===== src/hdl/vmem_consts.svh =====
`ifndef VMEM_CONSTS_SVH
`define VMEM_CONSTS_SVH

// video memory geometry

`define VMEM_NBANKS	4	// banks sharing the arbiter
`define VMEM_DW		16	// data word width
`define VMEM_BANK_AW	14	// word address inside one bank
`define VMEM_PA_W	16	// peripheral address, top two bits pick the bank
`define VMEM_CA_W	15	// cpu address, bit 14 picks bank 1 or 2
`define VMEM_MW		2	// one mask bit per byte

// bank-select field of a peripheral address
`define VMEM_BSEL_W	(`VMEM_PA_W - `VMEM_BANK_AW)

// words per bank
`define VMEM_BANK_WORDS	(1 << `VMEM_BANK_AW)

`endif


===== src/hdl/vmem_bus_pkg.sv =====
`include "vmem_consts.svh"

package vmem_bus_pkg;

	// one peripheral transfer, flash uses both fields
	// sprite and background only drive the address
	typedef struct packed
	{
		logic [`VMEM_PA_W-1:0] addr;	// bank select + word address
		logic [`VMEM_DW-1:0] wdata;	// flash write data
	} periph_req_t;			// 32 bits

	// cpu access, retried by the cpu until success
	typedef struct packed
	{
		logic [`VMEM_CA_W-1:0] addr;	// bit 14 = bank 2
		logic [`VMEM_DW-1:0] wdata;	// write data
		logic wr;			// write strobe
		logic [`VMEM_MW-1:0] mask;	// byte enables
	} cpu_req_t;			// 34 bits

	// what one bank ram sees from its arbiter
	typedef struct packed
	{
		logic [`VMEM_BANK_AW-1:0] addr;	// word address in bank
		logic [`VMEM_DW-1:0] din;	// write data
		logic [`VMEM_MW-1:0] mask;	// byte enables
		logic wr;			// write this edge
	} bank_port_t;			// 33 bits

endpackage


===== src/hdl/req_decoder.sv =====
`timescale 1ns/100ps
`include "vmem_consts.svh"

module req_decoder
(
	input CLK,
	input rst_n,

	input spr_req,
	input [`VMEM_PA_W-1:0] spr_addr,
	input bg_req,
	input [`VMEM_PA_W-1:0] bg_addr,
	input fl_req,
	input vmem_bus_pkg::periph_req_t fl_xfer,

	output logic [`VMEM_NBANKS-1:0] bank_fl_req,	// one line per bank
	output logic [`VMEM_NBANKS-1:0] bank_bg_req,
	output logic [`VMEM_NBANKS-1:0] bank_spr_req,
	output logic [`VMEM_BANK_AW-1:0] spr_word,	// captured word addresses
	output logic [`VMEM_BANK_AW-1:0] bg_word,
	output vmem_bus_pkg::periph_req_t fl_word	// captured flash transfer
);

localparam logic [`VMEM_NBANKS-1:0] SPR_REACH = 4'b0110;	// banks 2 and 3
localparam logic [`VMEM_NBANKS-1:0] BG_REACH  = 4'b1010;	// banks 2 and 4

// top address bits to a one-hot bank line
function automatic logic [`VMEM_NBANKS-1:0] bank_dec(input logic [`VMEM_PA_W-1:0] addr);
	logic [`VMEM_NBANKS-1:0] onehot;
	onehot = '0;
	onehot[addr[`VMEM_PA_W-1:`VMEM_BANK_AW]] = 1'b1;
	return onehot;
endfunction

// registered request levels, arbiters never see a decode glitch
always_ff @(posedge CLK or negedge rst_n)
begin
	if (!rst_n)
	begin
		bank_fl_req  <= '0;
		bank_bg_req  <= '0;
		bank_spr_req <= '0;
	end
	else
	begin
		bank_fl_req  <= fl_req ? bank_dec(fl_xfer.addr) : '0;	// flash reaches every bank
		bank_bg_req  <= bg_req ? (bank_dec(bg_addr) & BG_REACH) : '0;
		bank_spr_req <= spr_req ? (bank_dec(spr_addr) & SPR_REACH) : '0;
	end
end

// payload follows the request line by the same edge
always_ff @(posedge CLK)
begin
	if (spr_req)
		spr_word <= spr_addr[`VMEM_BANK_AW-1:0];
	if (bg_req)
		bg_word <= bg_addr[`VMEM_BANK_AW-1:0];
	if (fl_req)
		fl_word <= fl_xfer;	// bank bits unused downstream
end

// held requests keep their address, four-phase rule
a_addr_stable: assert property (@(posedge CLK) disable iff (!rst_n)
	(spr_req && $past(spr_req) |-> spr_addr == $past(spr_addr)) and
	(bg_req && $past(bg_req) |-> bg_addr == $past(bg_addr)) and
	(fl_req && $past(fl_req) |-> fl_xfer == $past(fl_xfer)));

// read engines stay on their own banks
a_reach: assert property (@(posedge CLK) disable iff (!rst_n)
	(spr_req |-> SPR_REACH[spr_addr[`VMEM_PA_W-1:`VMEM_BANK_AW]]) and
	(bg_req |-> BG_REACH[bg_addr[`VMEM_PA_W-1:`VMEM_BANK_AW]]));

endmodule


===== config.mk =====
export PLATFORM = sky130hd
export DESIGN_NAME = req_decoder
export DESIGN_NICKNAME = d
export VERILOG_FILES = /design/src/hdl/vmem_bus_pkg.sv /design/src/hdl/req_decoder.sv
export VERILOG_INCLUDE_DIRS = /design/src /design/src/hdl
export SDC_FILE = /design/constraint.sdc
export NUM_CORES = 1
export LEC_CHECK = 0
export ABC_AREA = 1
export BUFFER_PORTS_ARGS = -buffer_cell sky130_fd_sc_hd__buf_2
export CAP_MARGIN = 20
export CORE_UTILIZATION = 34
export DETAILED_ROUTE_END_ITERATION = 10
export PLACE_DENSITY_LB_ADDON = 0.2
export SETUP_SLACK_MARGIN = 0.05
export SYNTH_ARGS = -nofsm -noshare
export SYNTH_HDL_FRONTEND = slang
export SYNTH_SLANG_ARGS = --single-unit

===== constraint.sdc =====
create_clock -name CLK -period 0.8 [get_ports CLK]
set_input_delay 0.04 -clock CLK [delete_from_list [all_inputs] [get_ports CLK]]
set_output_delay 0.04 -clock CLK [all_outputs]
set_load 0.02 [all_outputs]

==> flow_metrics.tcl <==
set metrics [dict create \
    cp.required_ns 0.76 \
    ir_drop_mv 1.30 \
    h-tree-depth 3 \
    nets 370 \
    synth.distinct_cells 7 \
    yosysWarningCount 0 \
    seq_area_frac_synth 0.955 \
    numCtsBuffers 9 \
    period_share 1.15 \
    max_stage_delay_ns 0.40 \
    drive_above_1_share 0.490 \
    total_leakage_power_uw 0.00177 \
    wl_per_cell_um 13.6 \
    dp_cells 300 \
    crit_family "flip-flops" \
    track_usage 0.160 \
    synth_top_family_by_area "simple AND/OR/NAND/NOR gates" \
    port_buffers 136 \
    drc 0 \
    seq_area_mm2 0.00200 \
    cp_slowest_cell "edfxtp_1" \
    drtPass1Iterations 3 \
    synth_compound_area_frac 0 \
    drt_wl_total_mm 5.19 \
    hold_class "primary input to async pin" \
    clk_pin_slew_worst_paths_ns 0.07 \
    whs_ns 0.107 \
    start_util 0.354 \
    rsz0062_at_grt "true" \
    cts_sinks 68 \
    critPathKind "register to output pin" \
    max_freq_ghz 1.09 \
    synth.area.mux_share 0 \
    cts_buffer_depth 2 \
    start_kind "register" \
    slew_violations 0 \
    cts_tree "done" \
    powerDensity_mw_per_mm2 2110 \
    cts-root-buf "clkbuf_8" \
    yosys.area_share.simple 0.0233 \
    grt-ovfl-total 0 \
    worstPathMaxFanout 1 \
    place_ws_ns 0.115 \
    antenna_cells 0 \
    post-route-util 0.681 \
    finalPower_uw 8500 \
    grt_pass1_vias 1612 \
    synth_xor_area_frac 0 \
    n_fill_cell 418 \
    synthAdderAreaFrac 0 \
    highest_layer "met4" \
    pin_count 141 \
    critPathArrivalTime_ns 0.88 \
    rows 28 \
    finalHoldViolCount 0 \
    wl_met2_mm 2.67 \
    worst_slack_ns -0.117 \
    crit_buf_inv 1 \
    die_w_um 80.5 \
    period_needed_ns 0.917 \
    avgSynthCellArea_um2 23.5 \
    wl_met1_mm 1.89 \
    cp_cell_sequence "buf_6" \
    grt_max_degree 35 \
    drt_iter0_drc 38 \
    gp_congestion 0.617 \
    core_mm2 0.00592 \
    end_kind "output pin" \
    setup_viol 68 \
    netlist_area_mm2 0.00210 \
    num_vias 1582 \
    dp_hpwl_mm 2.94 \
    avgViaCountPerCell 4.15 \
    ys_ff_latch 68 \
    routed-wl-met3_um 558 \
    multi_input_area_um2 63.8 \
    outcome "finished, violations left" \
    ant_nets 0 \
    syn2layout_area_growth_pct 92.3 \
    max_cap_viol_count 0 \
    grt_antenna_before_repair 0 \
    violations "setup timing" \
    die_y_um 80.5 \
    fin_cells 381 \
    dieArea_mm2 0.00648 \
    syn_inst 89 \
    grt_pass1_wl_mm 7.31 \
]
path summary, 6_finish.rpt:
kind / startpoint / to / slack (ns) / depth (start not counted)
setup / recovery: spr_word[8] / spr_word[8] / -0.12 / 1
hold / removal: rst_n / bank_bg_req[1] / 0.11 / 2
max in group asynchronous: rst_n / bank_fl_req[2] / 0.51 / 2
min in group CLK: spr_req / bank_spr_req[1] / 0.11 / 3
routing by layer:
metal	up-vias	track usage
met4	0	0.0857
met5	-	0
li1	742	-
met1	734	0.166
met3	8	0.0568
met2	98	0.281
state kept, by name (all words and copies together) (netlist names):
name / count
bank_fl_req: 4
spr_word: 14
bg_word: 14
fl_word: 32
bank_bg_req: 2
bank_spr_req: 2
final cells by class:
| cell class | instances | area share |
|---|---|---|
| flip-flops and latches | 68 | 0.497 |
| repair buffers | 202 | 0.410 |
| clock buffers | 11 | 0.0326 |
| well taps | 75 | 0.0233 |
| clock inverters | 5 | 0.0189 |
| multi-input cells | 17 | 0.0158 |
| inverters | 3 | 0.00279 |
cell families after synthesis:
kind of cell / Yosys count
flip-flops: 68
AND/OR/NAND/NOR: 13
buffers and inverters: 7
other: 1
Yosys cell counts:
library cell	number	area share
inv_1	3	0.0054
buf_4	4	0.014
conb_1	1	0.0018
dfrtp_1	8	0.096
nand2_1	5	0.0090
nor2_1	8	0.014
edfxtp_1	60	0.86
power by group:
group,internal (µW),leakage (µW),switching (µW)
registers,4160,0.000695,101
logic,705,0.000975,620
clock network,1740,0.000101,1170
total,6610,0.00177,1890
cell usage in the layout, fill, tap and decap left out:
master / instances
clkinv_1: 1
edfxtp_1: 60
clkbuf_8: 9
dfrtp_1: 8
bufinv_16: 2
nand2_1: 5
inv_1: 3
dlygate4sd3_1: 65
buf_6: 48
nor2_1: 8
buf_12: 1
conb_1: 4
clkinvlp_4: 1
clkbuf_1: 2
clkinv_2: 1
buf_2: 88
metrics by stage:
step           instance area, µm²  setup TNS, ns
2_1_floorplan                2110              0
3_3_place_gp                 2870              0
3_5_place_dp                 2870              0
4_1_cts                      3850          -7.33
5_1_grt                      4030          -8.42
6_report                     4030          -5.95
timing repair:
action                                  4_1_cts  5_1_grt
endpoints found under the setup margin       68       68
resized for setup                            40       56
hold buffers                                 65        0
endpoints found under the hold margin        76        0
buffers inserted                              0        0
gates cloned                                  0        0
No activity file was read; power rests on OpenSTA's default activity.
