===== src/hdl/vmem_consts.svh =====
`ifndef VMEM_CONSTS_SVH
`define VMEM_CONSTS_SVH

// video memory geometry

`define VMEM_NBANKS	4	// banks sharing the arbiter
`define VMEM_DW		16	// data word width
`define VMEM_BANK_AW	14	// word address inside one bank
`define VMEM_PA_W	16	// peripheral address, top two bits pick the bank
`define VMEM_CA_W	15	// cpu address, bit 14 picks bank 1 or 2
`define VMEM_MW		2	// one mask bit per byte

// bank-select field of a peripheral address
`define VMEM_BSEL_W	(`VMEM_PA_W - `VMEM_BANK_AW)

// words per bank
`define VMEM_BANK_WORDS	(1 << `VMEM_BANK_AW)

`endif


===== src/hdl/vmem_arb_pkg.sv =====
package vmem_arb_pkg;

	// bank owner, same order as the old mux selects
	typedef enum logic [1:0]
	{
		OWN_CPU   = 2'd0,	// default owner
		OWN_FLASH = 2'd1,	// loader, writes
		OWN_BG    = 2'd2,	// background engine, reads
		OWN_SPR   = 2'd3	// sprite engine, reads
	} owner_e;

	// per bank arbiter state
	typedef enum logic [1:0]
	{
		ST_CPU     = 2'd0,	// cpu owns, grants allowed
		ST_HELD    = 2'd1,	// a peripheral holds the bank
		ST_RELEASE = 2'd2	// back to cpu, one cycle without grant
	} arb_state_e;

endpackage


===== src/hdl/resp_router.sv =====
`timescale 1ns/100ps
`include "vmem_consts.svh"

module resp_router
(
	input CLK,
	input rst_n,

	input vmem_arb_pkg::owner_e owner1,
	input vmem_arb_pkg::owner_e owner2,
	input vmem_arb_pkg::owner_e owner3,
	input vmem_arb_pkg::owner_e owner4,
	input [`VMEM_DW-1:0] dout1,
	input [`VMEM_DW-1:0] dout2,
	input [`VMEM_DW-1:0] dout3,
	input [`VMEM_DW-1:0] dout4,

	input spr_req,
	input bg_req,
	input fl_req,
	input cpu_bank_sel,	// cpu addr bit 14

	output logic spr_ack,
	output logic [`VMEM_DW-1:0] spr_rdata,
	output logic bg_ack,
	output logic [`VMEM_DW-1:0] bg_rdata,
	output logic fl_ack,
	output logic [`VMEM_DW-1:0] cpu_rdata,
	output logic cpu_success
);

logic spr_hit2, spr_hit3;	// sprite owns bank 2 / 3
logic bg_hit2, bg_hit4;
logic fl_hit;			// flash owns any bank
logic spr_hit_q, bg_hit_q, fl_hit_q;	// owned last cycle
logic spr_sel_q;	// 1 = bank 3
logic bg_sel_q;		// 1 = bank 4
logic cpu_sel_q;	// 1 = bank 2

assign spr_hit2 = (owner2 == vmem_arb_pkg::OWN_SPR);
assign spr_hit3 = (owner3 == vmem_arb_pkg::OWN_SPR);
assign bg_hit2  = (owner2 == vmem_arb_pkg::OWN_BG);
assign bg_hit4  = (owner4 == vmem_arb_pkg::OWN_BG);
assign fl_hit   = (owner1 == vmem_arb_pkg::OWN_FLASH) || (owner2 == vmem_arb_pkg::OWN_FLASH) ||
	(owner3 == vmem_arb_pkg::OWN_FLASH) || (owner4 == vmem_arb_pkg::OWN_FLASH);

// rise on the first owned cycle only and hold while req and owner stay
// a stale hold after req drops can not re-raise ack
function automatic logic ack_next(input logic req, input logic hit, input logic hit_q,
	input logic ack);
	return req && hit && (ack || !hit_q);
endfunction

always_ff @(posedge CLK or negedge rst_n)
begin
	if (!rst_n)
	begin
		spr_ack     <= 1'b0;
		bg_ack      <= 1'b0;
		fl_ack      <= 1'b0;
		spr_hit_q   <= 1'b0;
		bg_hit_q    <= 1'b0;
		fl_hit_q    <= 1'b0;
		cpu_success <= 1'b0;
	end
	else
	begin
		spr_ack   <= ack_next(spr_req, spr_hit2 || spr_hit3, spr_hit_q, spr_ack);
		bg_ack    <= ack_next(bg_req, bg_hit2 || bg_hit4, bg_hit_q, bg_ack);
		fl_ack    <= ack_next(fl_req, fl_hit, fl_hit_q, fl_ack);
		spr_hit_q <= spr_hit2 || spr_hit3;
		bg_hit_q  <= bg_hit2 || bg_hit4;
		fl_hit_q  <= fl_hit;
		// cpu access took effect if its bank was cpu owned at this edge
		cpu_success <= ((cpu_bank_sel ? owner2 : owner1) == vmem_arb_pkg::OWN_CPU);
	end
end

// granted bank kept after release
always_ff @(posedge CLK)
begin
	if (spr_hit2 || spr_hit3)
		spr_sel_q <= spr_hit3;
	if (bg_hit2 || bg_hit4)
		bg_sel_q <= bg_hit4;
	cpu_sel_q <= cpu_bank_sel;	// lines up with ram read latency
end

assign spr_rdata = spr_sel_q ? dout3 : dout2;
assign bg_rdata  = bg_sel_q ? dout4 : dout2;
assign cpu_rdata = cpu_sel_q ? dout2 : dout1;

// a new req only rises once the previous ack is gone
a_ack_req: assert property (@(posedge CLK) disable iff (!rst_n)
	($rose(spr_req) |-> !spr_ack) and
	($rose(bg_req) |-> !bg_ack) and
	($rose(fl_req) |-> !fl_ack));

endmodule


===== config.mk =====
export PLATFORM = sky130hd
export DESIGN_NAME = resp_router
export DESIGN_NICKNAME = d
export VERILOG_FILES = /design/src/hdl/vmem_arb_pkg.sv /design/src/hdl/resp_router.sv
export VERILOG_INCLUDE_DIRS = /design/src /design/src/hdl
export SDC_FILE = /design/constraint.sdc
export NUM_CORES = 1
export LEC_CHECK = 0
export BUFFER_PORTS_ARGS = -buffer_cell sky130_fd_sc_hd__buf_2
export CAP_MARGIN = 20
export CORE_ASPECT_RATIO = 0.75
export CORE_UTILIZATION = 34
export CTS_CLUSTER_SIZE = 30
export DETAILED_ROUTE_END_ITERATION = 12
export HOLD_SLACK_MARGIN = 0.08
export PLACE_DENSITY_LB_ADDON = 0.12
export SLEW_MARGIN = 0
export SYNTH_ARGS = -nofsm -noshare
export SYNTH_HDL_FRONTEND = slang
export SYNTH_SLANG_ARGS = --single-unit

===== constraint.sdc =====
create_clock -name CLK -period 1.5 [get_ports CLK]
set_clock_uncertainty 0.05 [all_clocks]
set_input_delay 0.3 -clock CLK [delete_from_list [all_inputs] [get_ports CLK]]
set_output_delay 0.3 -clock CLK [all_outputs]
set_load 0.005 [all_outputs]

==> metrics.md <==
| Metric | Value |
|---|---|
| Status | `finished with violations` |
| Failing checks | `setup timing` |
| Clock buffer depth | `2` |
| CTS sink count | `10` |
| Skew-Pair Late Insertion Delay | `0.23 ns` |
| Final setup margin | `-0.111 ns` |
| Commonest non-fill, non-tap cell in the layout | `buf_2` |
| Vias in the first global route | `1130` |
| Seq cells post-synth | `10` |
| Critical Path Sink | `bg_rdata[9]` |
| Boundary Pins | `130` |
| First-pass GRT wire length | `5110 um` |
| Critical path's largest stage delay | `0.40 ns` |
| Syn. warnings | `0` |
| DRC | `0` |
| Die Width | `68.2 um` |
| Placed cell count | `253` |
| Crit Path Class | `reg2out` |
| Worst slew margin | `81.7%` |
| Power density over the cells | `616 nW/um^2` |
| CTS H-Tree Depth | `1` |
| Largest net degree at the start of global routing | `11` |
| Final Max Slew Viols | `0` |
| CP max-delay cell | `edfxtp_1` |
| Mapped Nets | `164` |
| Vias | `1180` |
| Core box area | `3020 sq um` |
| Post-Synthesis Cells | `86` |
| # diodes | `0` |
| Crit path from | `bg_sel_q$_DFFE_PP_` |
| Reg clk slew, reported paths | `0.05 ns` |
| RR Startpoint | `spr_ack$_DFF_PN0_` |
| Crit Reg-Reg Endpoint | `spr_ack$_DFF_PN0_` |
| Fmax | `621 MHz` |
| Gpl congestion | `0.729` |
| Final wirelength | `3750 um` |
| Crit. End Element | `output port` |
| Worst hold path type | `in2reg` |
| Setup-failing EPs final | `48` |
| Final antenna-violating net count | `0` |
| Full die area | `3520 sq um` |
| Sequential share of the synthesized area | `22.9%` |
| Initial antenna violation count | `0` |
| WL/cell | `14.5 um` |
| Worst-path fanout max | `10` |
| Fin crit share | `107%` |
| Most frequent cells in the layout | `104 x buf_2, 36 x mux2_4, 27 x buf_6, 12 x mux2_2` |
| Post-DP HPWL | `3000 um` |
| Mapped cell area | `1120 sq um` |
| Initial DRC Count | `15` |
| Max VDD drop | `0.577 mV` |
| Hold Vio Cnt, Final | `0` |
| Initial Util | `37.0%` |
| First drt pass iteration count | `3` |
| Leak Pwr | `0.00117 uW` |
| Fin Setup TNS | `-3.01 ns` |
| MaxCap Viol Count | `0` |
| IO buf count | `129` |
| Layout cells sized above 1 | `85.5%` |
| CTS buffer count | `3` |
| R2R setup slack | `0.66 ns` |
| CTS tree | `built` |
| Cell row count | `17` |
| Worst endpoint data arrival time | `1.26 ns` |
| Unrepaired setup endpoints after global routing | `true` |
| CP cell instances | `buf_6 -> mux2_4 -> buf_2` |
| Slew @ Worst Pin | `0.274 ns` |
| DR vias/cell | `4.57` |
| Area growth, synth to finish | `82.0%` |
| Final min period | `1.61 ns` |
| Yosys cell types | `18` |
| Syn Area/Cell | `13.0 sq um` |
| Reg2reg path depth | `2` |
| Nets | `299` |
| CP startpoint kind | `flop` |
| GR Overflow Total | `0` |
| DIE HEIGHT | `51.6 um` |
| Tot GR Track Use | `19.4%` |
| Root buf cell | `clkbuf_8` |
| Post-Layout Cell Count | `258` |
| Critical Path RT | `1.15 ns` |
[timing repair]
action	4_1_cts	5_1_grt
resized for setup	37	4
endpoints found under the hold margin	7	0
pin swaps	0	0
hold buffers	1	0
buffers inserted	0	0
endpoints found under the setup margin	48	48
[final cells by class]
cell class / instances / area [sq um]
tap: 38 / 47.5
multi-input combinational: 63 / 763
clock inverter: 1 / 3.75
sequential: 10 / 259
clock buffer: 3 / 41.3
inverter: 7 / 26.3
fill: 239 / 990
timing repair buffer: 136 / 890
[metrics by stage]
stage / area (sq um) / worst slack, ns / hold slack (ns) / power [uW] / util, %
6_report: 2030 / -0.111 / 0.159 / 1250 / 67.2
3_5_place_dp: 1760 / 0.125 / 0.0957 / 867 / 58.3
2_1_floorplan: 1120 / 0.217 / -0.0456 / 630 / -
4_1_cts: 2010 / -0.105 / 0.148 / 1250 / 66.5
5_1_grt: 2030 / -0.142 / 0.153 / 1320 / 67.2
3_3_place_gp: 1760 / 0.125 / 0.0860 / 854 / 58.3
[routing by layer]
layer	up-vias	share of wire [%]	global-route usage [%]	wire (um)
met1	541	35	20.3	1330
met5	-	0	0	0
met2	57	56	38.6	2110
met4	0	0.51	5.56	19
li1	578	-	-	-
met3	4	7.9	3.51	297
[critical path: cells and delay by family (launching register included)]
family / cells / cell delay (ns)
flip-flops: 1 / 0.40
buffers and inverters: 2 / 0.32
multiplexers: 1 / 0.31
[cells by family (layout without fill, tap and decap cells)]
kind of cell,Yosys count,after routing,share of synthesized area [%]
AO/OA/AOI/OAI,7,7,4.15
AND/OR/NAND/NOR,8,8,3.70
buffers and inverters,13,147,10.8
multiplexers,48,48,58.5
flip-flops,10,10,22.9
[worst min path at each step]
stage	start	end	slack (ns)	depth (start not counted)
final	cpu_bank_sel	cpu_sel_q$_DFF_P_	0.16	1
after global routing	cpu_bank_sel	cpu_sel_q$_DFF_P_	0.15	1
after CTS	cpu_bank_sel	cpu_sel_q$_DFF_P_	0.15	1
after detailed placement	rst_n	bg_ack$_DFF_PN0_	0.1	1
after global placement	rst_n	bg_ack$_DFF_PN0_	0.09	1
after floorplan	rst_n	bg_ack$_DFF_PN0_	-0.05	0
[sequential cells by signal (all words and copies together) (netlist names)]
register and cells:
spr_ack 1, fl_hit_q 1, cpu_success 1, cpu_sel_q 1
bg_sel_q 1, bg_ack 1, bg_hit_q 1, spr_sel_q 1
fl_ack 1, spr_hit_q 1
[Yosys cell counts (all sizes together)]
library cell / count / area share (%)
dfxtp: 1 / 1.8
a22oi: 2 / 1.3
inv: 7 / 2.4
dfrtp: 7 / 16
nand2b: 2 / 1.1
o21ai: 1 / 0.45
nor3: 1 / 0.45
a21oi: 1 / 0.45
mux2: 48 / 59
o22ai: 2 / 1.1
nand2: 1 / 0.34
and3: 2 / 1.1
a31o: 1 / 0.78
nor2: 2 / 0.67
edfxtp: 2 / 5.4
buf: 6 / 8.4
[power by group]
part           total [uW]  internal [uW]  switching [uW]
logic                 657            430             228
registers             309            298            10.6
clock network         285            179             106
No activity file was read; power rests on OpenSTA's default activity.
