[src/hdl/vmem_consts.svh]
`ifndef VMEM_CONSTS_SVH
`define VMEM_CONSTS_SVH

// video memory geometry

`define VMEM_NBANKS	4	// banks sharing the arbiter
`define VMEM_DW		16	// data word width
`define VMEM_BANK_AW	14	// word address inside one bank
`define VMEM_PA_W	16	// peripheral address, top two bits pick the bank
`define VMEM_CA_W	15	// cpu address, bit 14 picks bank 1 or 2
`define VMEM_MW		2	// one mask bit per byte

// bank-select field of a peripheral address
`define VMEM_BSEL_W	(`VMEM_PA_W - `VMEM_BANK_AW)

// words per bank
`define VMEM_BANK_WORDS	(1 << `VMEM_BANK_AW)

`endif

[src/hdl/vmem_bus_pkg.sv]
`include "vmem_consts.svh"

package vmem_bus_pkg;

	// one peripheral transfer, flash uses both fields
	// sprite and background only drive the address
	typedef struct packed
	{
		logic [`VMEM_PA_W-1:0] addr;	// bank select + word address
		logic [`VMEM_DW-1:0] wdata;	// flash write data
	} periph_req_t;			// 32 bits

	// cpu access, retried by the cpu until success
	typedef struct packed
	{
		logic [`VMEM_CA_W-1:0] addr;	// bit 14 = bank 2
		logic [`VMEM_DW-1:0] wdata;	// write data
		logic wr;			// write strobe
		logic [`VMEM_MW-1:0] mask;	// byte enables
	} cpu_req_t;			// 34 bits

	// what one bank ram sees from its arbiter
	typedef struct packed
	{
		logic [`VMEM_BANK_AW-1:0] addr;	// word address in bank
		logic [`VMEM_DW-1:0] din;	// write data
		logic [`VMEM_MW-1:0] mask;	// byte enables
		logic wr;			// write this edge
	} bank_port_t;			// 33 bits

endpackage

[src/hdl/vmem_arb_pkg.sv]
package vmem_arb_pkg;

	// bank owner, same order as the old mux selects
	typedef enum logic [1:0]
	{
		OWN_CPU   = 2'd0,	// default owner
		OWN_FLASH = 2'd1,	// loader, writes
		OWN_BG    = 2'd2,	// background engine, reads
		OWN_SPR   = 2'd3	// sprite engine, reads
	} owner_e;

	// per bank arbiter state
	typedef enum logic [1:0]
	{
		ST_CPU     = 2'd0,	// cpu owns, grants allowed
		ST_HELD    = 2'd1,	// a peripheral holds the bank
		ST_RELEASE = 2'd2	// back to cpu, one cycle without grant
	} arb_state_e;

endpackage

[src/hdl/bank_arbiter.sv]
`timescale 1ns/100ps
`include "vmem_consts.svh"

module bank_arbiter
#(
	parameter int BANK_ID = 0	// 0 = bank 1 ... 3 = bank 4
)
(
	input CLK,
	input rst_n,

	input fl_req,
	input bg_req,
	input spr_req,
	input vmem_bus_pkg::periph_req_t fl_word,
	input [`VMEM_BANK_AW-1:0] spr_word,
	input [`VMEM_BANK_AW-1:0] bg_word,
	input vmem_bus_pkg::cpu_req_t cpu,

	output vmem_bus_pkg::bank_port_t port,
	output vmem_arb_pkg::owner_e owner
);

// cpu sees banks 1 and 2 only
localparam bit CPU_BANK = (BANK_ID < 2);
localparam bit CPU_SEL  = (BANK_ID == 1);	// value of cpu addr bit 14

vmem_arb_pkg::arb_state_e state;
vmem_arb_pkg::arb_state_e state_nx;
vmem_arb_pkg::owner_e owner_nx;
logic owner_req;	// request of whoever holds the bank
logic cpu_hit;		// cpu access lands on this bank

always_comb
begin
	case (owner)
		vmem_arb_pkg::OWN_FLASH: owner_req = fl_req;
		vmem_arb_pkg::OWN_BG:    owner_req = bg_req;
		vmem_arb_pkg::OWN_SPR:   owner_req = spr_req;
		default:                 owner_req = 1'b0;
	endcase
end

// grant only out of cpu state with flash > background > sprite
always_comb
begin
	state_nx = state;
	owner_nx = owner;
	case (state)
		vmem_arb_pkg::ST_CPU:
		begin
			if (fl_req)
			begin
				state_nx = vmem_arb_pkg::ST_HELD;
				owner_nx = vmem_arb_pkg::OWN_FLASH;
			end
			else if (bg_req)
			begin
				state_nx = vmem_arb_pkg::ST_HELD;
				owner_nx = vmem_arb_pkg::OWN_BG;
			end
			else if (spr_req)
			begin
				state_nx = vmem_arb_pkg::ST_HELD;
				owner_nx = vmem_arb_pkg::OWN_SPR;
			end
		end
		vmem_arb_pkg::ST_HELD:
		begin
			if (!owner_req)	// holder let go
			begin
				state_nx = vmem_arb_pkg::ST_RELEASE;
				owner_nx = vmem_arb_pkg::OWN_CPU;
			end
		end
		default:	// release lets the router drop its match first
		begin
			state_nx = vmem_arb_pkg::ST_CPU;
			owner_nx = vmem_arb_pkg::OWN_CPU;
		end
	endcase
end

always_ff @(posedge CLK or negedge rst_n)
begin
	if (!rst_n)
	begin
		state <= vmem_arb_pkg::ST_CPU;
		owner <= vmem_arb_pkg::OWN_CPU;
	end
	else
	begin
		state <= state_nx;
		owner <= owner_nx;
	end
end

assign cpu_hit = CPU_BANK && (cpu.addr[`VMEM_CA_W-1] == CPU_SEL);

// bank port mux with cpu fields unless a peripheral holds it
always_comb
begin
	port.addr = cpu.addr[`VMEM_BANK_AW-1:0];
	port.din  = cpu.wdata;
	port.mask = cpu.mask;
	port.wr   = cpu.wr && cpu_hit;	// only the addressed bank writes
	case (owner)
		vmem_arb_pkg::OWN_FLASH:
		begin
			port.addr = fl_word.addr[`VMEM_BANK_AW-1:0];
			port.din  = fl_word.wdata;
			port.mask = '1;		// whole word
			port.wr   = 1'b1;	// rewrites same word while held
		end
		vmem_arb_pkg::OWN_BG:
		begin
			port.addr = bg_word;
			port.wr   = 1'b0;
		end
		vmem_arb_pkg::OWN_SPR:
		begin
			port.addr = spr_word;
			port.wr   = 1'b0;
		end
		default: ;
	endcase
end

// holder's word address stays put as long as its req stays up
a_hold: assert property (@(posedge CLK) disable iff (!rst_n)
	(state == vmem_arb_pkg::ST_HELD && owner_req) |=>
		(!owner_req || port.addr == $past(port.addr)));

endmodule

[config.mk]
export PLATFORM = sky130hd
export DESIGN_NAME = bank_arbiter
export DESIGN_NICKNAME = d
export VERILOG_FILES = /design/src/hdl/vmem_bus_pkg.sv /design/src/hdl/vmem_arb_pkg.sv /design/src/hdl/bank_arbiter.sv
export VERILOG_INCLUDE_DIRS = /design/src /design/src/hdl
export SDC_FILE = /design/constraint.sdc
export NUM_CORES = 1
export LEC_CHECK = 0
export ABC_CLOCK_PERIOD_IN_PS = 2700
export BUFFER_PORTS_ARGS = -buffer_cell sky130_fd_sc_hd__buf_4
export CORE_MARGIN = 2
export CORE_UTILIZATION = 31
export CTS_CLUSTER_DIAMETER = 40
export CTS_CLUSTER_SIZE = 10
export DETAILED_ROUTE_END_ITERATION = 6
export GPL_ROUTABILITY_DRIVEN = 0
export GPL_TIMING_DRIVEN = 1
export PLACE_DENSITY_LB_ADDON = 0.1
export SYNTH_ARGS = -nofsm -noshare
export SYNTH_HDL_FRONTEND = slang
export SYNTH_SLANG_ARGS = --single-unit
[constraint.sdc]
create_clock -name CLK -period 2.7 [get_ports CLK]
set_clock_uncertainty 0.05 [all_clocks]
set_input_delay 0.135 -clock CLK [delete_from_list [all_inputs] [get_ports CLK]]
set_output_delay 0.135 -clock CLK [all_outputs]
set_load 0.05 [all_outputs]
==> results of run 1 <==
layer usage:
metal  GRT usage  share of wire  up-vias
met5           0              0        -
li1            -              -      526
met3     0.06744          0.082        4
met2      0.4235           0.56       55
met4     0.04082          0.013        0
met1      0.2380           0.35      508
metrics by stage:
step	instance area (sq um)	hold slack (ns)	total power, uW	utilization
final	1856	0.1742	1849	0.7356
after global routing	1856	0.2006	1927	0.7356
after detailed placement	1823	-0.1175	1787	0.7227
after floorplan	837.1	-0.2106	1370	-
after CTS	1856	0.1730	1863	0.7356
after global placement	1823	-0.1183	1766	0.7227
sequential cells by signal, summed over array words and instances (netlist names):
name / flops
state: 2
owner: 2
report_power, final:
group	leakage (uW)	internal, uW	switching, uW
sequential	0.0000503	87.1	52.8
combinational	0.000896	657	980
clock	0.0000138	49.6	22.1
path summary, 6_finish.rpt:
path / startpoint / endpoint / slack (ns)
worst min register to register: state[1] / state[1] / 0.50
min in group asynchronous: rst_n / owner[0] / 0.19
worst min-delay path: spr_req / state[0] / 0.17
worst max-delay path: owner[1] / port[3] / 0.75
max in group asynchronous: rst_n / state[0] / 2.31
worst max register to register: owner[1] / state[0] / 0.98
what timing repair did:
action,in CTS,in global routing
setup buffers,0,0
hold buffers,1,0
hold endpoints to repair,4,0
placed cells by master, fill, tap and decap left out:
cell type	count
sky130_fd_sc_hd__a21oi_1	1
sky130_fd_sc_hd__a22o_1	2
sky130_fd_sc_hd__a31oi_1	1
sky130_fd_sc_hd__and3b_1	1
sky130_fd_sc_hd__buf_4	134
sky130_fd_sc_hd__clkbuf_4	3
sky130_fd_sc_hd__dfrtp_1	4
sky130_fd_sc_hd__dlygate4sd3_1	1
sky130_fd_sc_hd__inv_1	1
sky130_fd_sc_hd__mux2_2	8
sky130_fd_sc_hd__mux2_4	9
sky130_fd_sc_hd__mux4_2	14
sky130_fd_sc_hd__nand2_1	1
sky130_fd_sc_hd__nand2b_1	3
sky130_fd_sc_hd__nor2_1	3
sky130_fd_sc_hd__nor3_1	2
sky130_fd_sc_hd__nor3b_2	1
sky130_fd_sc_hd__nor4_1	1
sky130_fd_sc_hd__nor4bb_1	1
sky130_fd_sc_hd__o21a_1	1
sky130_fd_sc_hd__o21bai_1	1
sky130_fd_sc_hd__o32a_1	1
kinds of logic after synthesis:
| family | after synthesis |
|---|---|
| mux | 31 |
| simple gates | 13 |
| compound gates | 7 |
| buf+inv | 7 |
| flops | 4 |
synthesized netlist by cell type:
master and instances:
sky130_fd_sc_hd__mux4_2 14, sky130_fd_sc_hd__nor3b_2 1, sky130_fd_sc_hd__buf_4 1, sky130_fd_sc_hd__buf_2 1
sky130_fd_sc_hd__nor4_1 1, sky130_fd_sc_hd__a21oi_1 1, sky130_fd_sc_hd__mux2_4 9, sky130_fd_sc_hd__mux2_2 8
sky130_fd_sc_hd__a22o_1 2, sky130_fd_sc_hd__nand2_1 1, sky130_fd_sc_hd__nor4bb_1 1, sky130_fd_sc_hd__o21a_1 1
sky130_fd_sc_hd__o21bai_1 1, sky130_fd_sc_hd__nor3_1 2, sky130_fd_sc_hd__dfrtp_1 4, sky130_fd_sc_hd__a31oi_1 1
sky130_fd_sc_hd__buf_6 4, sky130_fd_sc_hd__and3b_1 1, sky130_fd_sc_hd__nand2b_1 3, sky130_fd_sc_hd__inv_1 1
sky130_fd_sc_hd__o32a_1 1, sky130_fd_sc_hd__nor2_1 3
critical path: stages (launching register included):
cell and delay, ns:
sky130_fd_sc_hd__dfrtp_1 0.53, sky130_fd_sc_hd__nand2b_1 0.15, sky130_fd_sc_hd__buf_4 0.27, sky130_fd_sc_hd__mux2_2 0.37, sky130_fd_sc_hd__buf_4 0.19
cell type report:
| cell class | instances | area [sq um] |
|---|---|---|
| Clock buffer | 3 | 22.52 |
| Fill cell | 210 | 666.9 |
| Timing Repair Buffer | 135 | 1016 |
| Tap cell | 30 | 37.54 |
| Inverter | 1 | 3.754 |
| Sequential cell | 4 | 100.1 |
| Multi-Input combinational cell | 51 | 675.6 |
==> load_flow_metrics.sql, run 1 <==
INSERT INTO impl_metrics (metric_group, metric, value, unit) VALUES
('clock_network', 'post_cts_resized', '0', ''),
('layout', 'drive_gt1_frac', '0.8711', ''),
('clock_network', 'numCtsBuffers', '3', ''),
('worst_hold_path', 'hold_path_class', 'input port to register', ''),
('yosys', 'leading_post_synthesis_cells_by_cell_area', 'sky130_fd_sc_hd__mux4_2 (38%), sky130_fd_sc_hd__mux2_4 (16%), sky130_fd_sc_hd__dfrtp_1 (12%)', ''),
('power_and_ir_drop', 'worst_ir_drop_vdd', '0.0007476', 'V'),
('floorplan', 'rows', '18', ''),
('power_and_ir_drop', 'power.leakage', '0.0009602', 'uW'),
('sta', 'rsz0062_at_grt', 'no', ''),
('layout', 'nets', '295', ''),
('floorplan', 'core_area', '2522', 'sq um'),
('clock_network', 'clkLatencyLatePin', '0.23', 'ns'),
('setup_path', 'path_max_fanout', '18', ''),
('worst_hold_path', 'min_path_cells', '4', ''),
('routing', 'antenna_violating_nets_post_route', '0', ''),
('yosys', 'syn_avg_cell_area', '13.50', 'sq um'),
('placement', 'placed_cells', '220', ''),
('sta', 'fin_setup_tns', '0', 'ns'),
('clock_network', 'clock_tree.root_cell', 'sky130_fd_sc_hd__clkbuf_4', ''),
('yosys', 'syn_nets', '161', ''),
('placement', 'dp_worst_setup_slack', '0.9809', 'ns'),
('routing', 'firstDrtPassIters', '2', ''),
('layout', 'non_filler_instances', '224', ''),
('routing', 'via_count', '1093', ''),
('job', 'cap_viol_max_count', '0', ''),
('global_route', 'grt_pass1_vias', '1102', ''),
('sta', 'layout_setup_ws', '0.7471', 'ns'),
('setup_path', 'crit_arrival', '1.77', 'ns'),
('setup_path', 'r2r.worst_path.cells', '4', ''),
('sta', 'finalWorstPathRequiredPeriod', '1.953', 'ns'),
('yosys', 'synth_cell_type_count', '22', ''),
('global_route', 'groute.usage.overall', '0.2214', ''),
('clock_network', 'clkSlewWorstSetupHoldPaths', '0.04', 'ns'),
('sta', 'timing.final.crit_share', '0.7233', ''),
('floorplan', 'io_pins', '134', ''),
('sta', 'timing.max_slew.rel_slack', '0.7715', ''),
('setup_path', 'cp-start-kind', 'register', ''),
('sta', 'final_hold_viol_count', '0', ''),
('yosys', 'post_synth_inst_count', '62', ''),
('yosys', 'synth_top_cell_area_share', '0.3767', ''),
('routing', 'residual_drc_count', '0', ''),
('routing', 'drt-total-wl', '3.543', 'mm'),
('floorplan', 'die_width', '55.97', 'microns'),
('clock_network', 'cts-htree-levels', '1', ''),
('yosys', 'ys.warnings.count', '0', ''),
('clock_network', 'cts.sink_count', '4', ''),
('placement', 'place.port_buffers', '131', ''),
('placement', 'detailedPlacementHpwl', '3.117', 'mm'),
('global_route', 'first_pass_grt_wire_length', '5.499', 'mm'),
('setup_path', 'worst_ep_required_time', '2.52', 'ns'),
('yosys', 'synthSimpleGateAreaFrac', '0.09716', ''),
('yosys', 'synth-xor-area-share', '0', ''),
('routing', 'detail_route.wl_per_cell', '15.82', 'microns'),
('floorplan', 'initial_utilization', '0.3318', ''),
('power_and_ir_drop', 'power-per-cell-area', '996.5', 'nW/um^2'),
('clock_network', 'cts.path.max_buffers', '2', ''),
('sta', 'worstMarginPinSlew', '0.3428', 'ns'),
('sta', 'setup_viol_count_final', '0', ''),
('global_route', 'number_of_antenna_violations_at_the_first_check_in_global_routing', '0', ''),
('sta', 'timing.final.max_slew_violations', '0', ''),
('yosys', 'proportion_of_synthesized_area_in_mux_cells', '0.6457', ''),
('setup_path', 'criticalPathCategory', 'register to output pin', ''),
('layout', 'diodes', '0', ''),
('sta', 'max_clock_freq', '512.1', 'MHz'),
('yosys', 'largest_family_of_logic_cells_by_synthesized_area', 'multiplexers', ''),
('yosys', 'synth_sequential_area_ratio', '0.1196', ''),
('layout', 'area.growth.synth_to_final', '121.7', '%'),
('floorplan', 'fp.dieArea', '3132', 'sq um'),
('yosys', 'post_synthesis_compound_gate_area_fraction', '0.06428', ''),
('status', 'outcome', 'completed', ''),
('global_route', 'globalRouteOverflowTotal', '0', ''),
('yosys', 'syn-cell-area', '837.1', 'sq um'),
('yosys', 'synth_top_cell_by_area', 'sky130_fd_sc_hd__mux4_2', ''),
('global_route', 'grt_start_max_net_pins', '19', ''),
('routing', 'vias_per_cell', '4.879', ''),
('floorplan', 'dieHeight', '55.97', 'microns'),
('routing', 'drtIter0Drc', '22', ''),
('yosys', 'yosys.area_share.adder', '0', ''),
('clock_network', 'cts_tree', 'done', ''),
('setup_path', 'worstSetupEndpointType', 'output pin', ''),
('yosys', 'ys_ff_latch', '4', '');
(Power assumes the default switching activity.)
==> run 2, diff against run 1 <==
--- a/config.mk
+++ b/config.mk
@@ -6,10 +6,11 @@
 export SDC_FILE = /design/constraint.sdc
 export NUM_CORES = 1
 export LEC_CHECK = 0
-export ABC_CLOCK_PERIOD_IN_PS = 2700
+export ABC_AREA = 1
+export ABC_CLOCK_PERIOD_IN_PS = 1890
 export BUFFER_PORTS_ARGS = -buffer_cell sky130_fd_sc_hd__buf_4
 export CORE_MARGIN = 2
-export CORE_UTILIZATION = 31
+export CORE_UTILIZATION = 28
 export CTS_CLUSTER_DIAMETER = 40
 export CTS_CLUSTER_SIZE = 10
 export DETAILED_ROUTE_END_ITERATION = 6
==> constraint.sdc (replaced) <==
create_clock -name CLK -period 1.89 [get_ports CLK]
set_clock_uncertainty 0.05 [all_clocks]
set_input_delay 0.0945 -clock CLK [delete_from_list [all_inputs] [get_ports CLK]]
set_output_delay 0.0945 -clock CLK [all_outputs]
set_load 0.05 [all_outputs]
==> load_flow_metrics.sql, run 2 <==
INSERT INTO impl_metrics (metric_group, metric, value, unit) VALUES
('status', 'outcome', 'completed', ''),
('sta', 'final_hold_viol_count', '0', ''),
('clock_network', 'number_of_buffers_added_for_setup_after_cts', '0', ''),
('yosys', 'syn_avg_cell_area', '4.714', 'sq um'),
('routing', 'residual_drc_count', '0', ''),
('clock_network', 'cts.path.max_buffers', '2', ''),
('clock_network', 'cts-htree-levels', '1', ''),
('setup_path', 'critical_path.most_common_cell', 'sky130_fd_sc_hd__nand2_1', ''),
('sta', 'rsz0062_at_grt', 'no', ''),
('layout', 'mostFrequentLayoutCell', 'sky130_fd_sc_hd__buf_4', ''),
('yosys', 'largest_family_of_logic_cells_by_synthesized_area', 'simple AND/OR/NAND/NOR gates', ''),
('yosys', 'synth_sequential_area_ratio', '0.1264', ''),
('layout', 'reg.largest.list', 'owner (2), state (2)', ''),
('layout', 'postLayoutCellArea', '1838', 'sq um'),
('yosys', 'synth_cell_type_count', '13', ''),
('yosys', 'synth-xor-area-share', '0', ''),
('layout', 'nets', '399', ''),
('routing', 'firstDrtPassIters', '4', ''),
('yosys', 'leading_post_synthesis_cells_by_cell_area', 'sky130_fd_sc_hd__nand2_1 (54%), sky130_fd_sc_hd__dfrtp_1 (13%), sky130_fd_sc_hd__nand4_1 (11%)', ''),
('yosys', 'syn-cell-area', '792.0', 'sq um'),
('placement', 'place.port_buffers', '131', ''),
('yosys', 'ys_ff_latch', '4', ''),
('yosys', 'synthFlopType', 'sky130_fd_sc_hd__dfrtp_1', ''),
('sta', 'max_clock_freq', '587.1', 'MHz'),
('yosys', 'proportion_of_synthesized_area_in_mux_cells', '0', ''),
('routing', 'drt-total-wl', '3.775', 'mm'),
('sta', 'final_worst_hold_slack', '0.1197', 'ns'),
('placement', 'placed_area', '1795', 'sq um'),
('yosys', 'yosys.area_share.adder', '0', ''),
('setup_path', 'worstSetupEndpointType', 'output pin', ''),
('yosys', 'synth_top_cell_area_share', '0.5403', ''),
('floorplan', 'dieHeight', '57.19', 'microns'),
('floorplan', 'io_pins', '134', ''),
('layout', 'drive_gt1_frac', '0.4899', ''),
('floorplan', 'die_width', '57.19', 'microns'),
('yosys', 'syn_nets', '267', ''),
('setup_path', 'cp-start-kind', 'register', ''),
('clock_network', 'numCtsBuffers', '3', ''),
('global_route', 'groute.usage.overall', '0.2193', ''),
('sta', 'timing.final.max_slew_violations', '0', ''),
('setup_path', 'worst_ep_required_time', '1.75', 'ns'),
('setup_path', 'crit_chain', 'nand2_1 > clkinvlp_4 > nand2_1 > nand4_1 > buf_4', ''),
('placement', 'detailedPlacementHpwl', '3.070', 'mm'),
('setup_path', 'criticalPathCategory', 'register to output pin', ''),
('layout', 'diodes', '0', ''),
('routing', 'vias_per_cell', '4.562', ''),
('yosys', 'synthSimpleGateAreaFrac', '0.7536', ''),
('global_route', 'grt_pass1_vias', '1308', ''),
('clock_network', 'clkLatencyLatePin', '0.24', 'ns'),
('sta', 'fin_setup_tns', '0', 'ns'),
('routing', 'drtIter0Drc', '72', ''),
('global_route', 'grt_start_max_net_pins', '18', ''),
('routing', 'detail_route.wl_per_cell', '11.47', 'microns'),
('layout', 'area.growth.synth_to_final', '132.1', '%'),
('job', 'cap_viol_max_count', '0', ''),
('worst_hold_path', 'hold_path_class', 'input port to register', ''),
('setup_path', 'crit_arrival', '1.56', 'ns'),
('setup_path', 'path_max_fanout', '14', ''),
('yosys', 'synth_top_cell_by_area', 'sky130_fd_sc_hd__nand2_1', ''),
('layout', 'top_library_cells_by_usage_in_the_layout_fill_and_taps_aside', 'sky130_fd_sc_hd__buf_4 (134), sky130_fd_sc_hd__nand2_1 (114), sky130_fd_sc_hd__nand4_1 (14)', ''),
('setup_path', 'cpMaxStageDelayCell', 'sky130_fd_sc_hd__dfrtp_2', ''),
('floorplan', 'initial_utilization', '0.2922', ''),
('yosys', 'ys.warnings.count', '0', ''),
('routing', 'antenna_violating_nets_post_route', '0', ''),
('yosys', 'post_synthesis_compound_gate_area_fraction', '0.01580', ''),
('sta', 'worstMarginPinSlew', '0.2690', 'ns'),
('power_and_ir_drop', 'worst_ir_drop_vdd', '0.001282', 'V'),
('clock_network', 'clkSlewWorstSetupHoldPaths', '0.04', 'ns'),
('global_route', 'number_of_antenna_violations_at_the_first_check_in_global_routing', '0', ''),
('setup_path', 'crit_path_max_incr_delay', '0.47', 'ns'),
('yosys', 'synth_commonest_cells', 'sky130_fd_sc_hd__nand2_1 (114), sky130_fd_sc_hd__nand4_1 (14), sky130_fd_sc_hd__inv_1 (9)', ''),
('power_and_ir_drop', 'power.leakage', '0.001069', 'uW'),
('floorplan', 'rows', '19', ''),
('yosys', 'post_synth_inst_count', '168', ''),
('sta', 'timing.max_slew.rel_slack', '0.8204', ''),
('global_route', 'first_pass_grt_wire_length', '5.823', 'mm'),
('yosys', 'number_of_enable_flip_flop_cells_after_synthesis', '0', ''),
('sta', 'setup_viol_count_final', '0', ''),
('floorplan', 'core_area', '2710', 'sq um'),
('sta', 'finalWorstPathRequiredPeriod', '1.703', 'ns'),
('routing', 'via_count', '1501', ''),
('power_and_ir_drop', 'power-per-cell-area', '1760', 'nW/um^2'),
('floorplan', 'fp.dieArea', '3270', 'sq um'),
('layout', 'fillers', '282', ''),
('clock_network', 'cts_tree', 'done', ''),
('global_route', 'globalRouteOverflowTotal', '0', ''),
('clock_network', 'cts.sink_count', '4', ''),
('yosys', 'async_flop_share', '1.000', ''),
('clock_network', 'clock_tree.root_cell', 'sky130_fd_sc_hd__clkbuf_4', ''),
('yosys', 'yosysMostFrequentCell', 'sky130_fd_sc_hd__nand2_1', ''),
('sta', 'timing.final.crit_share', '0.9013', '');
-- run 2: changes by cell type after synthesis, moves of 3 or more --
cell / change
sky130_fd_sc_hd__mux2_2: -8
sky130_fd_sc_hd__nand2_1: +113
sky130_fd_sc_hd__nand3_1: +7
sky130_fd_sc_hd__mux2_4: -9
sky130_fd_sc_hd__nand2b_1: -3
sky130_fd_sc_hd__buf_2: +5
sky130_fd_sc_hd__nand4_1: +14
sky130_fd_sc_hd__mux4_2: -14
sky130_fd_sc_hd__buf_6: -4
sky130_fd_sc_hd__nor2_1: +3
sky130_fd_sc_hd__inv_1: +8
-- run 2: repair_timing --
item                       CTS  global route
hold buffers                 1             0
resized for setup            0             4
hold endpoints to repair     4             0
setup endpoints to repair    0            14
-- run 2: cells by family (layout without fill, tap and decap cells) --
group,Yosys count,count (layout)
DFF,4,4
buffers and inverters,18,148
and+or+nand+nor,144,144
AOI/OAI and AO/OA,2,2
-- run 2: worst max-delay path, delay by kind of cell, from the launching register on --
| kind | cells | cell delay (ns) |
|---|---|---|
| flops | 1 | 0.47 |
| simple gates | 3 | 0.39 |
| buf+inv | 2 | 0.47 |
-- run 2: layout make-up --
type | count | area [sq um] | area share
Timing Repair Buffer | 135 | 1016 | 0.5528
Tap cell | 31 | 38.79 | 0.02110
Clock buffer | 3 | 22.52 | 0.01225
Sequential cell | 4 | 102.6 | 0.05582
Inverter | 10 | 45.04 | 0.02451
Multi-Input combinational cell | 146 | 613.1 | 0.3336
-- run 2: power by group --
group / internal (uW) / switching, uW
clock network: 71.3 / 38.1
logic: 882 / 2060
registers: 129 / 50.9
total: 1080 / 2150
-- run 2: through the flow --
stage | utilization | setup slack, ns | power, uW | cells
finish | 0.6782 | 0.1866 | 3235 | 329
global route | 0.6782 | 0.03422 | 3444 | 329
CTS | 0.6745 | 0.06163 | 3243 | 329
detailed placement | 0.6625 | 0.3248 | 3122 | 325
global placement | 0.6625 | 0.3589 | 3108 | 325
floorplan | - | 0.01900 | 2238 | 168
-- run 2: routing by layer --
metal | vias up | global-route usage | routed length [microns]
li1 | 788 | - | -
met1 | 635 | 0.2569 | 1469
met2 | 74 | 0.3974 | 1889
met3 | 4 | 0.05215 | 367
met4 | 0 | 0.05980 | 48
met5 | - | 0 | 0
-- run 2: path summary, 6_finish.rpt --
kind                           from       end  slack, ns  cells past startpoint
hold / removal               fl_req  owner[1]       0.12                      4
setup / recovery           owner[1]  port[21]       0.19                      5
hold reg to reg            state[1]  state[1]       0.46                      3
max in group asynchronous     rst_n  owner[0]       1.51                      2
min in group asynchronous     rst_n  owner[1]       0.16                      2
setup reg to reg           owner[0]  owner[0]       0.71                      7
